===== src/rtl/lsu_pkg.sv =====
// LSU shared definitions
package lsu_pkg;

    // Memory operation, funct3-like low bits, bit 3 marks a store.
    typedef enum logic [3:0] {
        LB  = 4'b0000,
        LH  = 4'b0001,
        LW  = 4'b0010,
        LBU = 4'b0100,
        LHU = 4'b0101,
        SB  = 4'b1000,
        SH  = 4'b1001,
        SW  = 4'b1010
    } lsu_op_e;

    // One data word, seen whole or as byte lanes.
    typedef union packed {
        logic [31:0]     word;
        logic [3:0][7:0] lane;
    } lsu_word_u;

    localparam logic [4:0] CAUSE_LD_MISALIGN = 5'd4;
    localparam logic [4:0] CAUSE_LD_FAULT    = 5'd5;
    localparam logic [4:0] CAUSE_ST_MISALIGN = 5'd6;

    function automatic logic op_is_store(input lsu_op_e op);
        return op inside {SB, SH, SW};
    endfunction

    function automatic logic [2:0] op_size(input lsu_op_e op);
        case (op)
            LB, LBU, SB: return 3'd1;
            LH, LHU, SH: return 3'd2;
            default:     return 3'd4;
        endcase
    endfunction

    function automatic logic op_aligned(input lsu_op_e op, input logic [1:0] addr_lo);
        case (op_size(op))
            3'd1:    return 1'b1;
            3'd2:    return ~addr_lo[0];
            default: return addr_lo == 2'b00;
        endcase
    endfunction

endpackage


===== src/rtl/lsu_agu_if.sv =====
// Address stage to load unit link
`timescale 1ns/10ps

interface lsu_agu_if import lsu_pkg::*; #(
    parameter int XLEN          = 32,
    parameter int PLEN          = 32,
    parameter int ROB_IDX_WIDTH = 6,
    parameter int SB_ID_WIDTH   = 4
) ();

    logic                     valid;
    logic                     ready;
    logic [PLEN-1:0]          addr;
    lsu_op_e                  op;
    logic [ROB_IDX_WIDTH-1:0] rob_idx;
    logic                     exc;    // Misaligned access.

    // Data path is built on the 32-bit word union.
    if (XLEN != 32 || SB_ID_WIDTH < 1) begin : g_param_check
        $error("lsu_agu_if: XLEN must be 32 and SB_ID_WIDTH at least 1");
    end

    modport agu (output valid, addr, op, rob_idx, exc, input ready);
    modport load (input valid, addr, op, rob_idx, exc, output ready);

endinterface


===== src/rtl/lsu_wb_if.sv =====
// Load unit to writeback link
`timescale 1ns/10ps

interface lsu_wb_if #(
    parameter int XLEN          = 32,
    parameter int PLEN          = 32,
    parameter int ROB_IDX_WIDTH = 6,
    parameter int SB_ID_WIDTH   = 4
) ();

    logic                     valid;
    logic                     ready;
    logic [ROB_IDX_WIDTH-1:0] rob_idx;
    logic [XLEN-1:0]          data;
    logic                     exception;
    logic [4:0]               ecause;

    if (PLEN < 2 || SB_ID_WIDTH < 1) begin : g_param_check
        $error("lsu_wb_if: PLEN must be at least 2 and SB_ID_WIDTH at least 1");
    end

    modport src (output valid, rob_idx, data, exception, ecause, input ready);
    modport dst (input valid, rob_idx, data, exception, ecause, output ready);

endinterface


===== src/rtl/lsu_agu.sv =====
// LSU address generation stage
`timescale 1ns/10ps

module lsu_agu import lsu_pkg::*; #(
    parameter int XLEN          = 32,
    parameter int PLEN          = 32,
    parameter int ROB_IDX_WIDTH = 6,
    parameter int SB_ID_WIDTH   = 4
) (
    input  logic                     clk_i,
    input  logic                     arst_n_i,
    input  logic                     flush_i,

    input  logic                     req_valid_i,
    output logic                     req_ready_o,
    input  lsu_op_e                  op_i,
    input  logic [XLEN-1:0]          imm_i,
    input  logic [XLEN-1:0]          rs1_data_i,
    input  logic [XLEN-1:0]          rs2_data_i,
    input  logic [ROB_IDX_WIDTH-1:0] rob_tag_i,
    input  logic [SB_ID_WIDTH-1:0]   sb_id_i,

    output logic                     sb_ex_valid_o,
    output logic [SB_ID_WIDTH-1:0]   sb_ex_sb_id_o,
    output logic [PLEN-1:0]          sb_ex_addr_o,
    output logic [XLEN-1:0]          sb_ex_data_o,
    output lsu_op_e                  sb_ex_op_o,

    lsu_agu_if.agu                   agu
);

    logic [XLEN-1:0]          sum;
    logic [PLEN-1:0]          eff_addr;
    logic                     aligned;
    logic                     req_fire;

    logic                     valid_q;
    logic                     sb_ex_valid_q;
    logic [PLEN-1:0]          addr_q;
    lsu_op_e                  op_q;
    logic [ROB_IDX_WIDTH-1:0] rob_q;
    logic                     exc_q;
    logic [SB_ID_WIDTH-1:0]   sb_id_q;
    logic [XLEN-1:0]          data_q;

    assign sum      = rs1_data_i + imm_i;
    assign eff_addr = PLEN'(sum);
    assign aligned  = op_aligned(op_i, eff_addr[1:0]);

    // Take a new request when empty or being emptied.
    assign req_ready_o = ~valid_q | agu.ready;
    assign req_fire    = req_valid_i & req_ready_o;

    // ********************
    // Stage control
    // ********************

    always_ff @(posedge clk_i or negedge arst_n_i) begin
        if (!arst_n_i) begin
            valid_q       <= 1'b0;
            sb_ex_valid_q <= 1'b0;
        end else if (flush_i) begin
            valid_q       <= 1'b0;
            sb_ex_valid_q <= 1'b0;
        end else begin
            sb_ex_valid_q <= req_fire & op_is_store(op_i) & aligned;  // One pulse per store.
            if (req_fire) begin
                valid_q <= 1'b1;
            end else if (agu.ready) begin
                valid_q <= 1'b0;
            end
        end
    end

    always_ff @(posedge clk_i) begin
        if (req_fire) begin
            addr_q  <= eff_addr;
            op_q    <= op_i;
            rob_q   <= rob_tag_i;
            exc_q   <= ~aligned;
            sb_id_q <= sb_id_i;
            data_q  <= rs2_data_i;
        end
    end

    assign agu.valid   = valid_q;
    assign agu.addr    = addr_q;
    assign agu.op      = op_q;
    assign agu.rob_idx = rob_q;
    assign agu.exc     = exc_q;

    // Store buffer execute write.
    assign sb_ex_valid_o = sb_ex_valid_q;
    assign sb_ex_sb_id_o = sb_id_q;
    assign sb_ex_addr_o  = addr_q;
    assign sb_ex_data_o  = data_q;
    assign sb_ex_op_o    = op_q;

endmodule


===== src/rtl/lsu_load_unit.sv =====
// LSU load processing
`timescale 1ns/10ps

module lsu_load_unit import lsu_pkg::*; #(
    parameter int XLEN          = 32,
    parameter int PLEN          = 32,
    parameter int ROB_IDX_WIDTH = 6,
    parameter int SB_ID_WIDTH   = 4
) (
    input  logic            clk_i,
    input  logic            arst_n_i,
    input  logic            flush_i,
    lsu_agu_if.load         agu,

    output logic [PLEN-1:0] sb_load_addr_o,
    input  logic            sb_load_hit_i,
    input  logic [XLEN-1:0] sb_load_data_i,

    output logic            ld_req_valid_o,
    input  logic            ld_req_ready_i,
    output logic [PLEN-1:0] ld_req_addr_o,
    output lsu_op_e         ld_req_op_o,

    input  logic            ld_rsp_valid_i,
    output logic            ld_rsp_ready_o,
    input  logic [XLEN-1:0] ld_rsp_data_i,
    input  logic            ld_rsp_err_i,

    lsu_wb_if.src           wb
);

    localparam logic [1:0] ST_IDLE = 2'd0;
    localparam logic [1:0] ST_REQ  = 2'd1;
    localparam logic [1:0] ST_RSP  = 2'd2;

    logic [1:0]               state_q;
    logic                     drain_q, drain_d;
    logic                     room, take_item, imm_done, miss, rsp_take;
    lsu_word_u                fwd_word, rsp_word;

    logic [PLEN-1:0]          ld_addr_q;
    lsu_op_e                  ld_op_q;
    logic [ROB_IDX_WIDTH-1:0] ld_rob_q;

    logic                     res_valid_q, res_load;
    logic [ROB_IDX_WIDTH-1:0] res_rob_q, res_rob_d;
    logic [XLEN-1:0]          res_data_q, res_data_d;
    logic                     res_exc_q, res_exc_d;
    logic [4:0]               res_cause_q, res_cause_d;

    if (XLEN != 32 || SB_ID_WIDTH < 1) begin : g_param_check
        $error("lsu_load_unit: XLEN must be 32 and SB_ID_WIDTH at least 1");
    end

    // Byte or half select by offset, then extension by op.
    function automatic logic [31:0] extract(input lsu_op_e op, input logic [1:0] off,
                                            input lsu_word_u w);
        logic [7:0]  b;
        logic [15:0] h;
        b = w.lane[off];
        h = off[1] ? {w.lane[3], w.lane[2]} : {w.lane[1], w.lane[0]};
        case (op)
            LB:      return {{24{b[7]}}, b};
            LBU:     return {24'b0, b};
            LH:      return {{16{h[15]}}, h};
            LHU:     return {16'b0, h};
            default: return w.word;
        endcase
    endfunction

    assign fwd_word = sb_load_data_i;
    assign rsp_word = ld_rsp_data_i;

    assign room      = ~res_valid_q | wb.ready;
    assign agu.ready = (state_q == ST_IDLE) & room;
    assign take_item = agu.valid & agu.ready;
    assign imm_done  = take_item & (agu.exc | op_is_store(agu.op) | sb_load_hit_i);
    assign miss      = take_item & ~imm_done;

    assign sb_load_addr_o = {agu.addr[PLEN-1:2], 2'b00};  // Word granular match.
    assign ld_req_valid_o = state_q == ST_REQ;
    assign ld_req_addr_o  = ld_addr_q;
    assign ld_req_op_o    = ld_op_q;
    assign ld_rsp_ready_o = drain_q | ((state_q == ST_RSP) & room);
    assign rsp_take       = ld_rsp_valid_i & ~drain_q & (state_q == ST_RSP) & room;

    // A flushed load with an accepted request still owes a response.
    always_comb begin
        drain_d = drain_q;
        if (drain_q && ld_rsp_valid_i) begin
            drain_d = 1'b0;
        end
        if (flush_i && (((state_q == ST_REQ) && ld_req_ready_i) ||
                        ((state_q == ST_RSP) && !rsp_take))) begin
            drain_d = 1'b1;
        end
    end

    always_comb begin
        res_load    = 1'b0;
        res_rob_d   = agu.rob_idx;
        res_data_d  = '0;
        res_exc_d   = 1'b0;
        res_cause_d = '0;
        if (imm_done) begin
            res_load = 1'b1;
            if (agu.exc) begin
                res_exc_d   = 1'b1;
                res_cause_d = op_is_store(agu.op) ? CAUSE_ST_MISALIGN : CAUSE_LD_MISALIGN;
            end else if (!op_is_store(agu.op)) begin
                res_data_d = extract(agu.op, agu.addr[1:0], fwd_word);  // Forwarded.
            end
        end else if (rsp_take) begin
            res_load  = 1'b1;
            res_rob_d = ld_rob_q;
            if (ld_rsp_err_i) begin
                res_exc_d   = 1'b1;
                res_cause_d = CAUSE_LD_FAULT;
            end else begin
                res_data_d = extract(ld_op_q, ld_addr_q[1:0], rsp_word);
            end
        end
    end

    // ********************
    // FSM and result register
    // ********************

    always_ff @(posedge clk_i or negedge arst_n_i) begin
        if (!arst_n_i) begin
            state_q     <= ST_IDLE;
            drain_q     <= 1'b0;
            res_valid_q <= 1'b0;
        end else begin
            drain_q <= drain_d;
            if (flush_i) begin
                state_q     <= ST_IDLE;
                res_valid_q <= 1'b0;
            end else begin
                case (state_q)
                    ST_IDLE: if (miss) state_q <= ST_REQ;
                    ST_REQ:  if (ld_req_ready_i) state_q <= ST_RSP;
                    ST_RSP:  if (rsp_take) state_q <= ST_IDLE;
                    default: state_q <= ST_IDLE;
                endcase
                if (res_load) begin
                    res_valid_q <= 1'b1;
                end else if (wb.ready) begin
                    res_valid_q <= 1'b0;
                end
            end
        end
    end

    always_ff @(posedge clk_i) begin
        if (miss) begin
            ld_addr_q <= agu.addr;
            ld_op_q   <= agu.op;
            ld_rob_q  <= agu.rob_idx;
        end
        if (res_load) begin
            res_rob_q   <= res_rob_d;
            res_data_q  <= res_data_d;
            res_exc_q   <= res_exc_d;
            res_cause_q <= res_cause_d;
        end
    end

    assign wb.valid     = res_valid_q;
    assign wb.rob_idx   = res_rob_q;
    assign wb.data      = res_data_q;
    assign wb.exception = res_exc_q;
    assign wb.ecause    = res_cause_q;

endmodule


===== src/rtl/lsu_writeback.sv =====
// LSU writeback output register
`timescale 1ns/10ps

module lsu_writeback #(
    parameter int XLEN          = 32,
    parameter int PLEN          = 32,
    parameter int ROB_IDX_WIDTH = 6,
    parameter int SB_ID_WIDTH   = 4
) (
    input  logic                     clk_i,
    input  logic                     arst_n_i,
    input  logic                     flush_i,
    lsu_wb_if.dst                    wb,

    output logic                     wb_valid_o,
    output logic [ROB_IDX_WIDTH-1:0] wb_rob_idx_o,
    output logic [XLEN-1:0]          wb_data_o,
    output logic                     wb_exception_o,
    output logic [4:0]               wb_ecause_o,
    input  logic                     wb_ready_i
);

    logic valid_q;
    logic load;

    if (PLEN < 2 || SB_ID_WIDTH < 1) begin : g_param_check
        $error("lsu_writeback: PLEN must be at least 2 and SB_ID_WIDTH at least 1");
    end

    // Free when empty or the ROB takes the current result.
    assign wb.ready = ~valid_q | wb_ready_i;
    assign load     = wb.valid & wb.ready;

    always_ff @(posedge clk_i or negedge arst_n_i) begin
        if (!arst_n_i) begin
            valid_q <= 1'b0;
        end else if (flush_i) begin
            valid_q <= 1'b0;
        end else if (load) begin
            valid_q <= 1'b1;
        end else if (wb_ready_i) begin
            valid_q <= 1'b0;
        end
    end

    always_ff @(posedge clk_i) begin
        if (load) begin
            wb_rob_idx_o   <= wb.rob_idx;
            wb_data_o      <= wb.data;
            wb_exception_o <= wb.exception;
            wb_ecause_o    <= wb.ecause;
        end
    end

    assign wb_valid_o = valid_q;

endmodule


===== src/rtl/lsu_top.sv =====
// Load/store unit top level
`timescale 1ns/10ps

module lsu_top import lsu_pkg::*; #(
    parameter int XLEN          = 32,
    parameter int PLEN          = 32,
    parameter int ROB_IDX_WIDTH = 6,
    parameter int SB_ID_WIDTH   = 4
) (
    input  logic                     clk_i,
    input  logic                     arst_n_i,
    input  logic                     flush_i,

    // Request.
    input  logic                     req_valid_i,
    output logic                     req_ready_o,
    input  lsu_op_e                  op_i,
    input  logic [XLEN-1:0]          imm_i,
    input  logic [XLEN-1:0]          rs1_data_i,
    input  logic [XLEN-1:0]          rs2_data_i,
    input  logic [ROB_IDX_WIDTH-1:0] rob_tag_i,
    input  logic [SB_ID_WIDTH-1:0]   sb_id_i,

    // Store buffer execute write.
    output logic                     sb_ex_valid_o,
    output logic [SB_ID_WIDTH-1:0]   sb_ex_sb_id_o,
    output logic [PLEN-1:0]          sb_ex_addr_o,
    output logic [XLEN-1:0]          sb_ex_data_o,
    output lsu_op_e                  sb_ex_op_o,

    // Store-to-load forwarding.
    output logic [PLEN-1:0]          sb_load_addr_o,
    input  logic                     sb_load_hit_i,
    input  logic [XLEN-1:0]          sb_load_data_i,

    // Data cache load port.
    output logic                     ld_req_valid_o,
    input  logic                     ld_req_ready_i,
    output logic [PLEN-1:0]          ld_req_addr_o,
    output lsu_op_e                  ld_req_op_o,
    input  logic                     ld_rsp_valid_i,
    output logic                     ld_rsp_ready_o,
    input  logic [XLEN-1:0]          ld_rsp_data_i,
    input  logic                     ld_rsp_err_i,

    // Writeback to ROB.
    output logic                     wb_valid_o,
    output logic [ROB_IDX_WIDTH-1:0] wb_rob_idx_o,
    output logic [XLEN-1:0]          wb_data_o,
    output logic                     wb_exception_o,
    output logic [4:0]               wb_ecause_o,
    input  logic                     wb_ready_i
);

    lsu_agu_if #(
        .XLEN(XLEN), .PLEN(PLEN), .ROB_IDX_WIDTH(ROB_IDX_WIDTH), .SB_ID_WIDTH(SB_ID_WIDTH)
    ) agu_bus ();

    lsu_wb_if #(
        .XLEN(XLEN), .PLEN(PLEN), .ROB_IDX_WIDTH(ROB_IDX_WIDTH), .SB_ID_WIDTH(SB_ID_WIDTH)
    ) wb_bus ();

    lsu_agu #(
        .XLEN(XLEN), .PLEN(PLEN), .ROB_IDX_WIDTH(ROB_IDX_WIDTH), .SB_ID_WIDTH(SB_ID_WIDTH)
    ) u_agu (
        .clk_i, .arst_n_i, .flush_i,
        .req_valid_i, .req_ready_o, .op_i, .imm_i, .rs1_data_i, .rs2_data_i,
        .rob_tag_i, .sb_id_i,
        .sb_ex_valid_o, .sb_ex_sb_id_o, .sb_ex_addr_o, .sb_ex_data_o, .sb_ex_op_o,
        .agu(agu_bus.agu)
    );

    lsu_load_unit #(
        .XLEN(XLEN), .PLEN(PLEN), .ROB_IDX_WIDTH(ROB_IDX_WIDTH), .SB_ID_WIDTH(SB_ID_WIDTH)
    ) u_load_unit (
        .clk_i, .arst_n_i, .flush_i,
        .agu(agu_bus.load),
        .sb_load_addr_o, .sb_load_hit_i, .sb_load_data_i,
        .ld_req_valid_o, .ld_req_ready_i, .ld_req_addr_o, .ld_req_op_o,
        .ld_rsp_valid_i, .ld_rsp_ready_o, .ld_rsp_data_i, .ld_rsp_err_i,
        .wb(wb_bus.src)
    );

    lsu_writeback #(
        .XLEN(XLEN), .PLEN(PLEN), .ROB_IDX_WIDTH(ROB_IDX_WIDTH), .SB_ID_WIDTH(SB_ID_WIDTH)
    ) u_writeback (
        .clk_i, .arst_n_i, .flush_i,
        .wb(wb_bus.dst),
        .wb_valid_o, .wb_rob_idx_o, .wb_data_o, .wb_exception_o, .wb_ecause_o,
        .wb_ready_i
    );

endmodule


===== config.mk =====
export PLATFORM = sky130hd
export DESIGN_NAME = lsu_top
export DESIGN_NICKNAME = d
export VERILOG_FILES = /design/src/rtl/lsu_pkg.sv /design/src/rtl/lsu_agu_if.sv /design/src/rtl/lsu_wb_if.sv /design/src/rtl/lsu_agu.sv /design/src/rtl/lsu_load_unit.sv /design/src/rtl/lsu_writeback.sv /design/src/rtl/lsu_top.sv
export SDC_FILE = /design/constraint.sdc
export NUM_CORES = 1
export LEC_CHECK = 0
export ABC_AREA = 1
export BUFFER_PORTS_ARGS = -buffer_cell sky130_fd_sc_hd__buf_4
export CAP_MARGIN = 15
export CORE_MARGIN = 2
export CORE_UTILIZATION = 45
export CTS_BUF_LIST = sky130_fd_sc_hd__clkbuf_4 sky130_fd_sc_hd__clkbuf_8 sky130_fd_sc_hd__clkbuf_16
export CTS_CLUSTER_DIAMETER = 120
export DETAILED_ROUTE_END_ITERATION = 8
export PLACE_DENSITY = 0.79
export SLEW_MARGIN = 20
export SYNTH_ARGS = -nofsm -noshare
export SYNTH_HDL_FRONTEND = slang
export SYNTH_SLANG_ARGS = --single-unit

===== constraint.sdc =====
create_clock -name clk_i -period 6.65 [get_ports clk_i]
set_clock_uncertainty 0.05 [all_clocks]
set_input_delay 1.33 -clock clk_i [delete_from_list [all_inputs] [get_ports clk_i]]
set_output_delay 1.33 -clock clk_i [all_outputs]
set_load 0.05 [all_outputs]

# Yosys cells after proc, flatten, opt, wreduce, memory -nomap -nowiden

Cells that the tools add are included.

Output and inout port bits: 189
Word-level logic and storage cells: 138
Input port bits: 183
Bits in registers: 216

$add $sub $neg: 1
Order comparisons: 2
Mux-type cells: 45
Equality and inequality tests: 22
Bitwise operators: 25
Reductions and logical operators: 20

Operators with widths:

| operator           | number |
|---|---|
| $pmux 32 s4        | 2 |
| $mux 32            | 5 |
| $add 32x32->32     | 1 |
| $bmux 8 s2         | 2 |
| $mux 16            | 2 |
| $eq 4x3->1 const B | 6 |
| $eq 4x4->1 const B | 6 |
| $mux 1             | 18 |
| $mux 8             | 2 |
| $mux 5             | 3 |
| $reduce_bool 3->1  | 5 |
| $and 1x1->1        | 12 |
| $eq 4x1->1 const B | 3 |
| $logic_not 4->1    | 3 |
| $mux 6             | 2 |
| $mux 2             | 5 |
| $ne 3x2->1 const B | 3 |
| $not 1->1          | 7 |
| $lt 2x3->1 const B | 2 |
| $or 1x1->1         | 6 |
| $pmux 2 s3         | 1 |
| $pmux 3 s2         | 1 |
| $reduce_or 3->1    | 2 |
| $logic_and 1x1->1  | 4 |
| other kinds (11)   | 12 |

# Depth between registers and ports, before layout

Gate-level depths: netlist of run 1.

Word-level depth: 11
Mapped depth: 12
Gate-level depth less buffers: 12

# Modules after synthesis

From an unflattened synthesis of run 1, not the netlist that was laid out.

Cell total of the unflattened synthesis: 1311
Area total of the unflattened synthesis: 11721.2 µm²

Modules (own cells, without submodules):

| module        | instances | cells each | area each (µm²) | sequential area each (µm²) |
|---|---|---|---|---|
| lsu_agu       | 1         | 634        | 5193.7          | 2422.3 |
| lsu_load_unit | 1         | 627        | 5153.7          | 2592.5 |
| lsu_writeback | 1         | 50         | 1373.8          | 1346.3 |

# Least setup slack after synthesis of run 1

Ideal clock, no wire load.

Path kind: input to register
From: input wb_ready_i
To: register u_agu.addr_q[0], in the netlist u_agu.agu.addr[0] (enable)
Stages on the path: 6
Library setup time: 433 ps
Path buffers: 0
Arrival time: 3630 ps
Setup slack: 2537 ps
Data required time: 6167 ps
Path through: inv_1 -> nand3_2 -> nand2_1 -> nand2_1 -> nand2_1 -> inv_1

Cells in the longest elaborated chain, start to end: 5

Ends and longest elaborated chain:

| element              | line                | source |
|---|---|---|
| from (decl)          | lsu_top.sv:52       | `input logic wb_ready_i` |
| $or 1x1->1           | lsu_writeback.sv:31 | `assign wb.ready = ~valid_q \| wb_ready_i;` |
| $or 1x1->1           | lsu_load_unit.sv:74 | `assign room = ~res_valid_q \| wb.ready;` |
| $and 1x1->1          | lsu_load_unit.sv:75 | `assign agu.ready = (state_q == ST_IDLE) & room;` |
| $or 1x1->1           | lsu_agu.sv:51       | `assign req_ready_o = ~valid_q \| agu.ready;` |
| net req_ready_o      | lsu_top.sv:16       | `output logic req_ready_o,` |
| $and 1x1->1          | lsu_agu.sv:52       | `assign req_fire = req_valid_i & req_ready_o;` |
| net u_agu.req_fire   | lsu_agu.sv:35       | `logic req_fire;` |
| to (signal assigned) | lsu_agu.sv:77       | `addr_q <= eff_addr;` |
| to (decl)            | lsu_agu.sv:39       | `logic [PLEN-1:0] addr_q;` |

The timed path passes the listed nets, and every way through them passes these cells.
A chain may end at the register's enable or synchronous reset.

# Worst setup path after layout of run 1

From: input wb_ready_i
To: output req_ready_o

Cells in the longest elaborated chain, start to end: 4

Ends and longest elaborated chain:

| element     | line |
|---|---|
| $or 1x1->1  | lsu_writeback.sv:31 |
| $or 1x1->1  | lsu_load_unit.sv:74 |
| $and 1x1->1 | lsu_load_unit.sv:75 |
| $or 1x1->1  | lsu_agu.sv:51 |
| to (decl)   | lsu_top.sv:16 |

No other way between the ends.

==> results of run 1 <==
[final cells by class]
type	instances	area [sq um]
diodes	1	2.50
clock buffers	25	591
clock inverters	15	239
fillers	1883	9020
inverters	140	527
multi-input cells	697	3630
flip-flops and latches	210	6270
well taps	319	399
repair buffers	372	2790
[Yosys cell counts (all sizes together)]
master and count:
a21o 2, a21oi 37, buf 48, clkbuf 3, conb 1, dfrtp 7, edfxtp 203, fa 1
ha 33, inv 140, mux2 6, mux2i 2, nand2 295, nand3 88, nand3b 2, nand4 10
nor2 85, nor3 11, nor4 2, o211ai 16, o21ai 63, o21bai 4, o221ai 6, o22ai 2
o31ai 2, or2 9, xnor2 1, xor2 16
[registers in the layout, indices dropped and copies added, names as in the netlist, 6 cells and up]
name	flops
u_agu.sb_ex_data_o	32
u_load_unit.wb.data	32
u_agu.agu.addr	32
u_load_unit.ld_req_addr_o	32
u_writeback.wb_rob_idx_o	6
u_load_unit.ld_rob_q	6
u_agu.agu.rob_idx	6
u_writeback.wb_data_o	32
u_load_unit.wb.rob_idx	6
[cell families after synthesis]
group	Yosys count	synth area share (%)
AOI/OAI and AO/OA	132	7.02
xor gates and xnor gates	17	1.38
adders and majority gates	34	4.03
buffers and inverters	191	8.21
DFF	210	58.3
muxes	8	0.815
other	1	0.0349
and+or+nand+nor	502	20.2
[placed cells by master (no fill, tap or decap), types with 3 or more instances in the layout]
master	instances
dfrtp_1	7
o221ai_1	6
or2_2	9
o21bai_1	4
nand3_1	84
inv_6	3
o21ai_1	6
inv_1	135
clkinv_2	3
nor2_1	79
ha_1	33
inv_2	4
edfxtp_1	203
nor2_4	5
nand2_1	294
nand3_2	3
nor3_1	10
bufinv_16	6
xor2_1	16
o21ai_0	57
clkbuf_16	23
o211ai_1	15
nand4_1	7
a21oi_1	35
conb_1	4
mux2_2	6
buf_4	372
[power by group]
part           internal, W  switching (W)  total, W
clock network     0.000877       0.000519   0.00140
logic             0.000340       0.000819   0.00116
registers          0.00167      0.0000915   0.00176
total              0.00289        0.00143   0.00432
[final timing paths]
path	slack, ps	from	cells after the start	endpoint
max	3040	wb_ready_i	6	req_ready_o
min	370	u_load_unit.wb.data[12]	0	u_writeback.wb_data_o[12]
max reg2reg	4190	u_load_unit.state_q[0]	6	u_agu.sb_ex_data_o[18]
min reg2reg	370	u_load_unit.wb.data[12]	0	u_writeback.wb_data_o[12]
max in group asynchronous	5830	arst_n_i	1	u_load_unit.drain_q
min in group asynchronous	570	arst_n_i	1	u_agu.agu.valid
[routing by layer]
layer / part of all wire (%) / wire (um) / global-route usage, %
met1: 38 / 12100 / 30.1
met2: 50 / 16000 / 43.1
met3: 8.8 / 2810 / 4.46
met4: 3.3 / 1050 / 8.07
met5: 0 / 0 / 0
[per-stage QoR]
stage | setup WS (ps) | cell area (sq um) | cells
after global placement | 3030 | 13600 | 1738
after detailed placement | 3010 | 13600 | 1738
after CTS | 3010 | 14400 | 1778
after floorplan | 2540 | 10800 | 1098
final | 3040 | 14500 | 1779
after global routing | 2960 | 14400 | 1778
==> run_results.csv, run 1 <==
group,metric,value,unit
placed_design,hpwlAfterDp,24.6,mm
clock_tree,insertion_delay,510,ps
worst_setup_path,max_stage_delay,230,ps
clock_tree,clk_pin_slew,60,ps
routing,viasPerCell,5.15,
worst_setup_path,slowest_stage,"buf_4",
finish,utilization,61.6,%
timing,setup_viol,0,
routing,vias,9162,
routing,wl_per_cell,17.9,um
timing,timing.final.hold_violations,0,
worst_setup_path,path_cells,"buf_4, inv_1, nand3_2, nand2_1, nand2_1, buf_4",
clock_tree,numCtsBuffers,23,
synthesis,synth.distinct_cells,42,
die,dieArea,25100,sq um
clock_tree,cts-root-buf,"clkbuf_16",
global_route,grt_pass1_vias,8722,
synthesis,synth_area_leaders,"edfxtp_1 (57%), nand2_1 (10%), inv_1 (4.7%)",
timing,period_share,54.2,%
timing,tightest_slew,1040,ps
placed_design,gp_congestion,0.971,
synthesis,synth_area,10800,sq um
clock_tree,cts_tree,"yes",
die,rows,56,
synthesis,ys_warn_count,0,
clock_tree,hold_buffers,0,
timing,setup_tns,0,ps
routing,drt_first_pass_iters,5,
die,design.portCount,372,
timing,max_clock_freq,277,MHz
worst_setup_path,crit_fanout,6,
worst_setup_path,path_buf_inv,3,
worst_setup_path,critPathTopFamily,"buffers and inverters",
global_route,grt_pass1_wl,46.6,mm
finish,nets,1661,
worst_setup_path,crit_required,5270,ps
die,start_util,45.8,%
worst_setup_path,start_kind,"input pin",
global_route,antenna_found_initial,1,
synthesis,synth_top_area_cell,"edfxtp_1",
run,drv_cap,0,
synthesis,ys_seq_area_share,58.3,%
timing,rsz0062_at_grt,"no",
clock_tree,cts_max_level,1,
timing,worst_hold_slack,368,ps
power,finalPower,0.00432,W
min_path,holdCritPathClass,"register to register",
power,ir_drop,0.279,mV
clock_tree,cts_resized,0,
die,die_w,159,um
timing,slew_violations,0,
clock_tree,cts_setup_buffers,0,
synthesis,avgSynthCellArea,9.82,sq um
routing,drt-initial-drc-count,902,
worst_setup_path,crit_type,"input pin to output port",
timing,slew_headroom,30.6,%
worst_setup_path,worst_ep_arrival_time,2230,ps
global_route,grt_max_degree,80,
power,powerDensity,299,nW/um^2
routing,ant_nets,0,
synthesis,synth_cells,1095,
worst_setup_path,cp-end-kind,"output port",
finish,syn_to_final_growth,34.4,%
placed_design,numPortBuffers,367,
die,die_h,159,um
routing,routed_wl,31.9,mm
synthesis,ys_ff_latch,210,
timing,period_needed,3610,ps
die,core_area,23500,sq um
routing,remaining_drc_errors,0,
global_route,grt_overflow,0,
clock_tree,cts_buffer_depth,3,
synthesis,yosysTopAreaCellShare,56.7,%
finish,drive_gt1_share,30.7,%
power,leakage,6.57,nW
outcome,status,"finished clean",
clock_tree,cts.sinks,210,
global_route,track_usage,24.4,%
(Power assumes the default switching activity.)
==> run 2, diff against run 1 <==
- PLACE_DENSITY: 0.79 -> 0.82
- clock period: 6.65 -> 3.21 ns (I/O delays scaled with it)
==> run 2 against run 1 <==
  * Cell count rose by 0.45%
  * Global-route usage is 0.63 points higher
  * Via count rose by 1.8%
  * Sequential power up 110%
  * Sequential cell count unchanged
  * Total power rose by 100%
  * Count of clock-buffer cells in the layout is the same
  * Register-to-register slack got worse by 3500 ps
  * Clock power is 90% higher
  * Combinational power rose by 110%
  * Die area did not move
==> run_results.csv, run 2 (same netlist as run 1, synthesis figures left out) <==
group,metric,value,unit
global_route,track_usage,25.0,%
finish,drive_gt1_share,31.1,%
worst_setup_path,cp-end-kind,"register",
routing,drt-initial-drc-count,690,
clock_tree,cts_tree,"yes",
outcome,status,"finished clean",
timing,slew_headroom,42.3,%
timing,tightest_slew,865,ps
power,ir_drop,0.494,mV
timing,period_needed,2500,ps
global_route,antenna_found_initial,0,
routing,routed_wl,32.8,mm
clock_tree,cts_max_level,1,
routing,remaining_drc_errors,0,
timing,period_share,77.9,%
worst_setup_path,rr_worst_depth,9,
power,leakage,6.58,nW
global_route,grt_max_degree,44,
worst_setup_path,crit_type,"register to register",
min_path,hold_start,"rs2_data_i[30]",
min_path,holdCritPathClass,"input pin to register",
routing,wl_per_cell,18.3,um
finish,layout_common_cells,"buf_4 (376), nand2_1 (294), edfxtp_1 (203), inv_1 (135), nand3_1 (84)",
min_path,min_path_cells,1,
worst_setup_path,worst_ep_arrival_time,2700,ps
global_route,grt_pass1_vias,8893,
min_path,whs_endpoint,"u_agu.sb_ex_data_o[30]",
timing,timing.final.hold_violations,0,
worst_setup_path,crit_fanout,14,
die,start_util,45.8,%
power,powerDensity,604,nW/um^2
die,dieArea,25100,sq um
timing,max_clock_freq,400,MHz
placed_design,hpwlAfterDp,25.5,mm
routing,ant_nets,0,
timing,slew_violations,0,
timing,setup_viol,0,
global_route,grt_overflow,0,
clock_tree,numCtsBuffers,23,
placed_design,gp_congestion,0.945,
placed_design,numPortBuffers,367,
placed_design,place_ws,591,ps
clock_tree,clk_pin_slew,60,ps
timing,setup_ws,710,ps
worst_setup_path,crit_required,3410,ps
finish,antennaDiodeCount,0,
routing,viasPerCell,5.22,
routing,vias,9324,
finish,nets,1668,
die,core_area,23500,sq um
worst_setup_path,rr_startpoint,"u_load_unit.ld_req_addr_o[1]",
die,rows,56,
timing,rsz0062_at_grt,"no",
finish,utilization,61.7,%
clock_tree,cts-root-buf,"clkbuf_16",
clock_tree,cts.sinks,210,
finish,final_common_cell,"buf_4",
routing,drt_first_pass_iters,5,
worst_setup_path,regToRegEndpoint,"u_load_unit.wb.data[24]",
clock_tree,cts_buffer_depth,3,
global_route,grt_pass1_wl,47.5,mm
die,design.portCount,372,
run,drv_cap,0,
finish,syn_to_final_growth,34.6,%
worst_setup_path,start_kind,"register",
die,die_h,159,um
timing,setup_tns,0,ps
die,die_w,159,um
clock_tree,insertion_delay,520,ps
clock_tree,cts_setup_buffers,0,
worst_setup_path,r2r_slack,710,ps
run 2: how the worst max path moves through the flow:
| stage | startpoint | end | slack [ps] | cells after the start |
|---|---|---|---|---|
| global placement | imm_i[14] | u_agu.agu.addr[18] | 620 | 9 |
| detailed placement | imm_i[0] | u_agu.agu.addr[28] | 590 | 13 |
| floorplan | u_writeback.wb_valid_o | u_agu.agu.addr[0] | 20 | 5 |
| global route | u_load_unit.ld_req_addr_o[1] | u_load_unit.wb.data[24] | 590 | 9 |
| finish | u_load_unit.ld_req_addr_o[1] | u_load_unit.wb.data[24] | 710 | 9 |
| CTS | u_agu.agu.addr[1] | sb_ex_addr_o[1] | 740 | 1 |
run 2: cell type report:
type / instances / area [sq um]
timing repair buffer: 379 / 2870
clock buffer: 25 / 591
tap: 319 / 399
sequential: 210 / 6270
inverter: 140 / 529
fill: 1876 / 9000
multi-input combinational: 697 / 3630
clock inverter: 17 / 181
run 2: metrics by stage:
stage	power [W]	hold WS (ps)	instances	area, sq um
after detailed placement	0.00612	355	1744	13700
after floorplan	0.00531	296	1098	10800
after global placement	0.00608	350	1744	13700
after CTS	0.00879	222	1787	14500
after global routing	0.00908	213	1787	14500
final	0.00874	243	1787	14500
run 2: timing repair:
item | 4_1_cts | 5_1_grt
hold endpoints to repair | 7 | 0
gates resized for setup | 0 | 0
hold buffers | 1 | 0
run 2: power breakdown:
part | internal, W | total, W | switching [W] | leakage, nW
clock network | 0.00153 | 0.00266 | 0.00114 | 0.378
registers | 0.00345 | 0.00363 | 0.000182 | 2.01
logic | 0.000723 | 0.00245 | 0.00172 | 4.20
total | 0.00570 | 0.00874 | 0.00304 | 6.58
run 2: routing by layer:
layer | vias to the layer above | track usage, % | routed length [um]
li1 | 4379 | - | -
met1 | 4288 | 30.3 | 12000
met2 | 579 | 44.4 | 16500
met3 | 78 | 4.49 | 3130
met4 | 0 | 9.22 | 1120
met5 | - | 0 | 0
run 2: critical path: stages, from the launching register on:
cell	delay, ps
edfxtp_1	750
inv_2	230
o211ai_1	160
nand2_1	90
nand2_1	100
nand3_2	150
nand2_1	370
inv_2	150
nand2_1	80
nand2_1	80
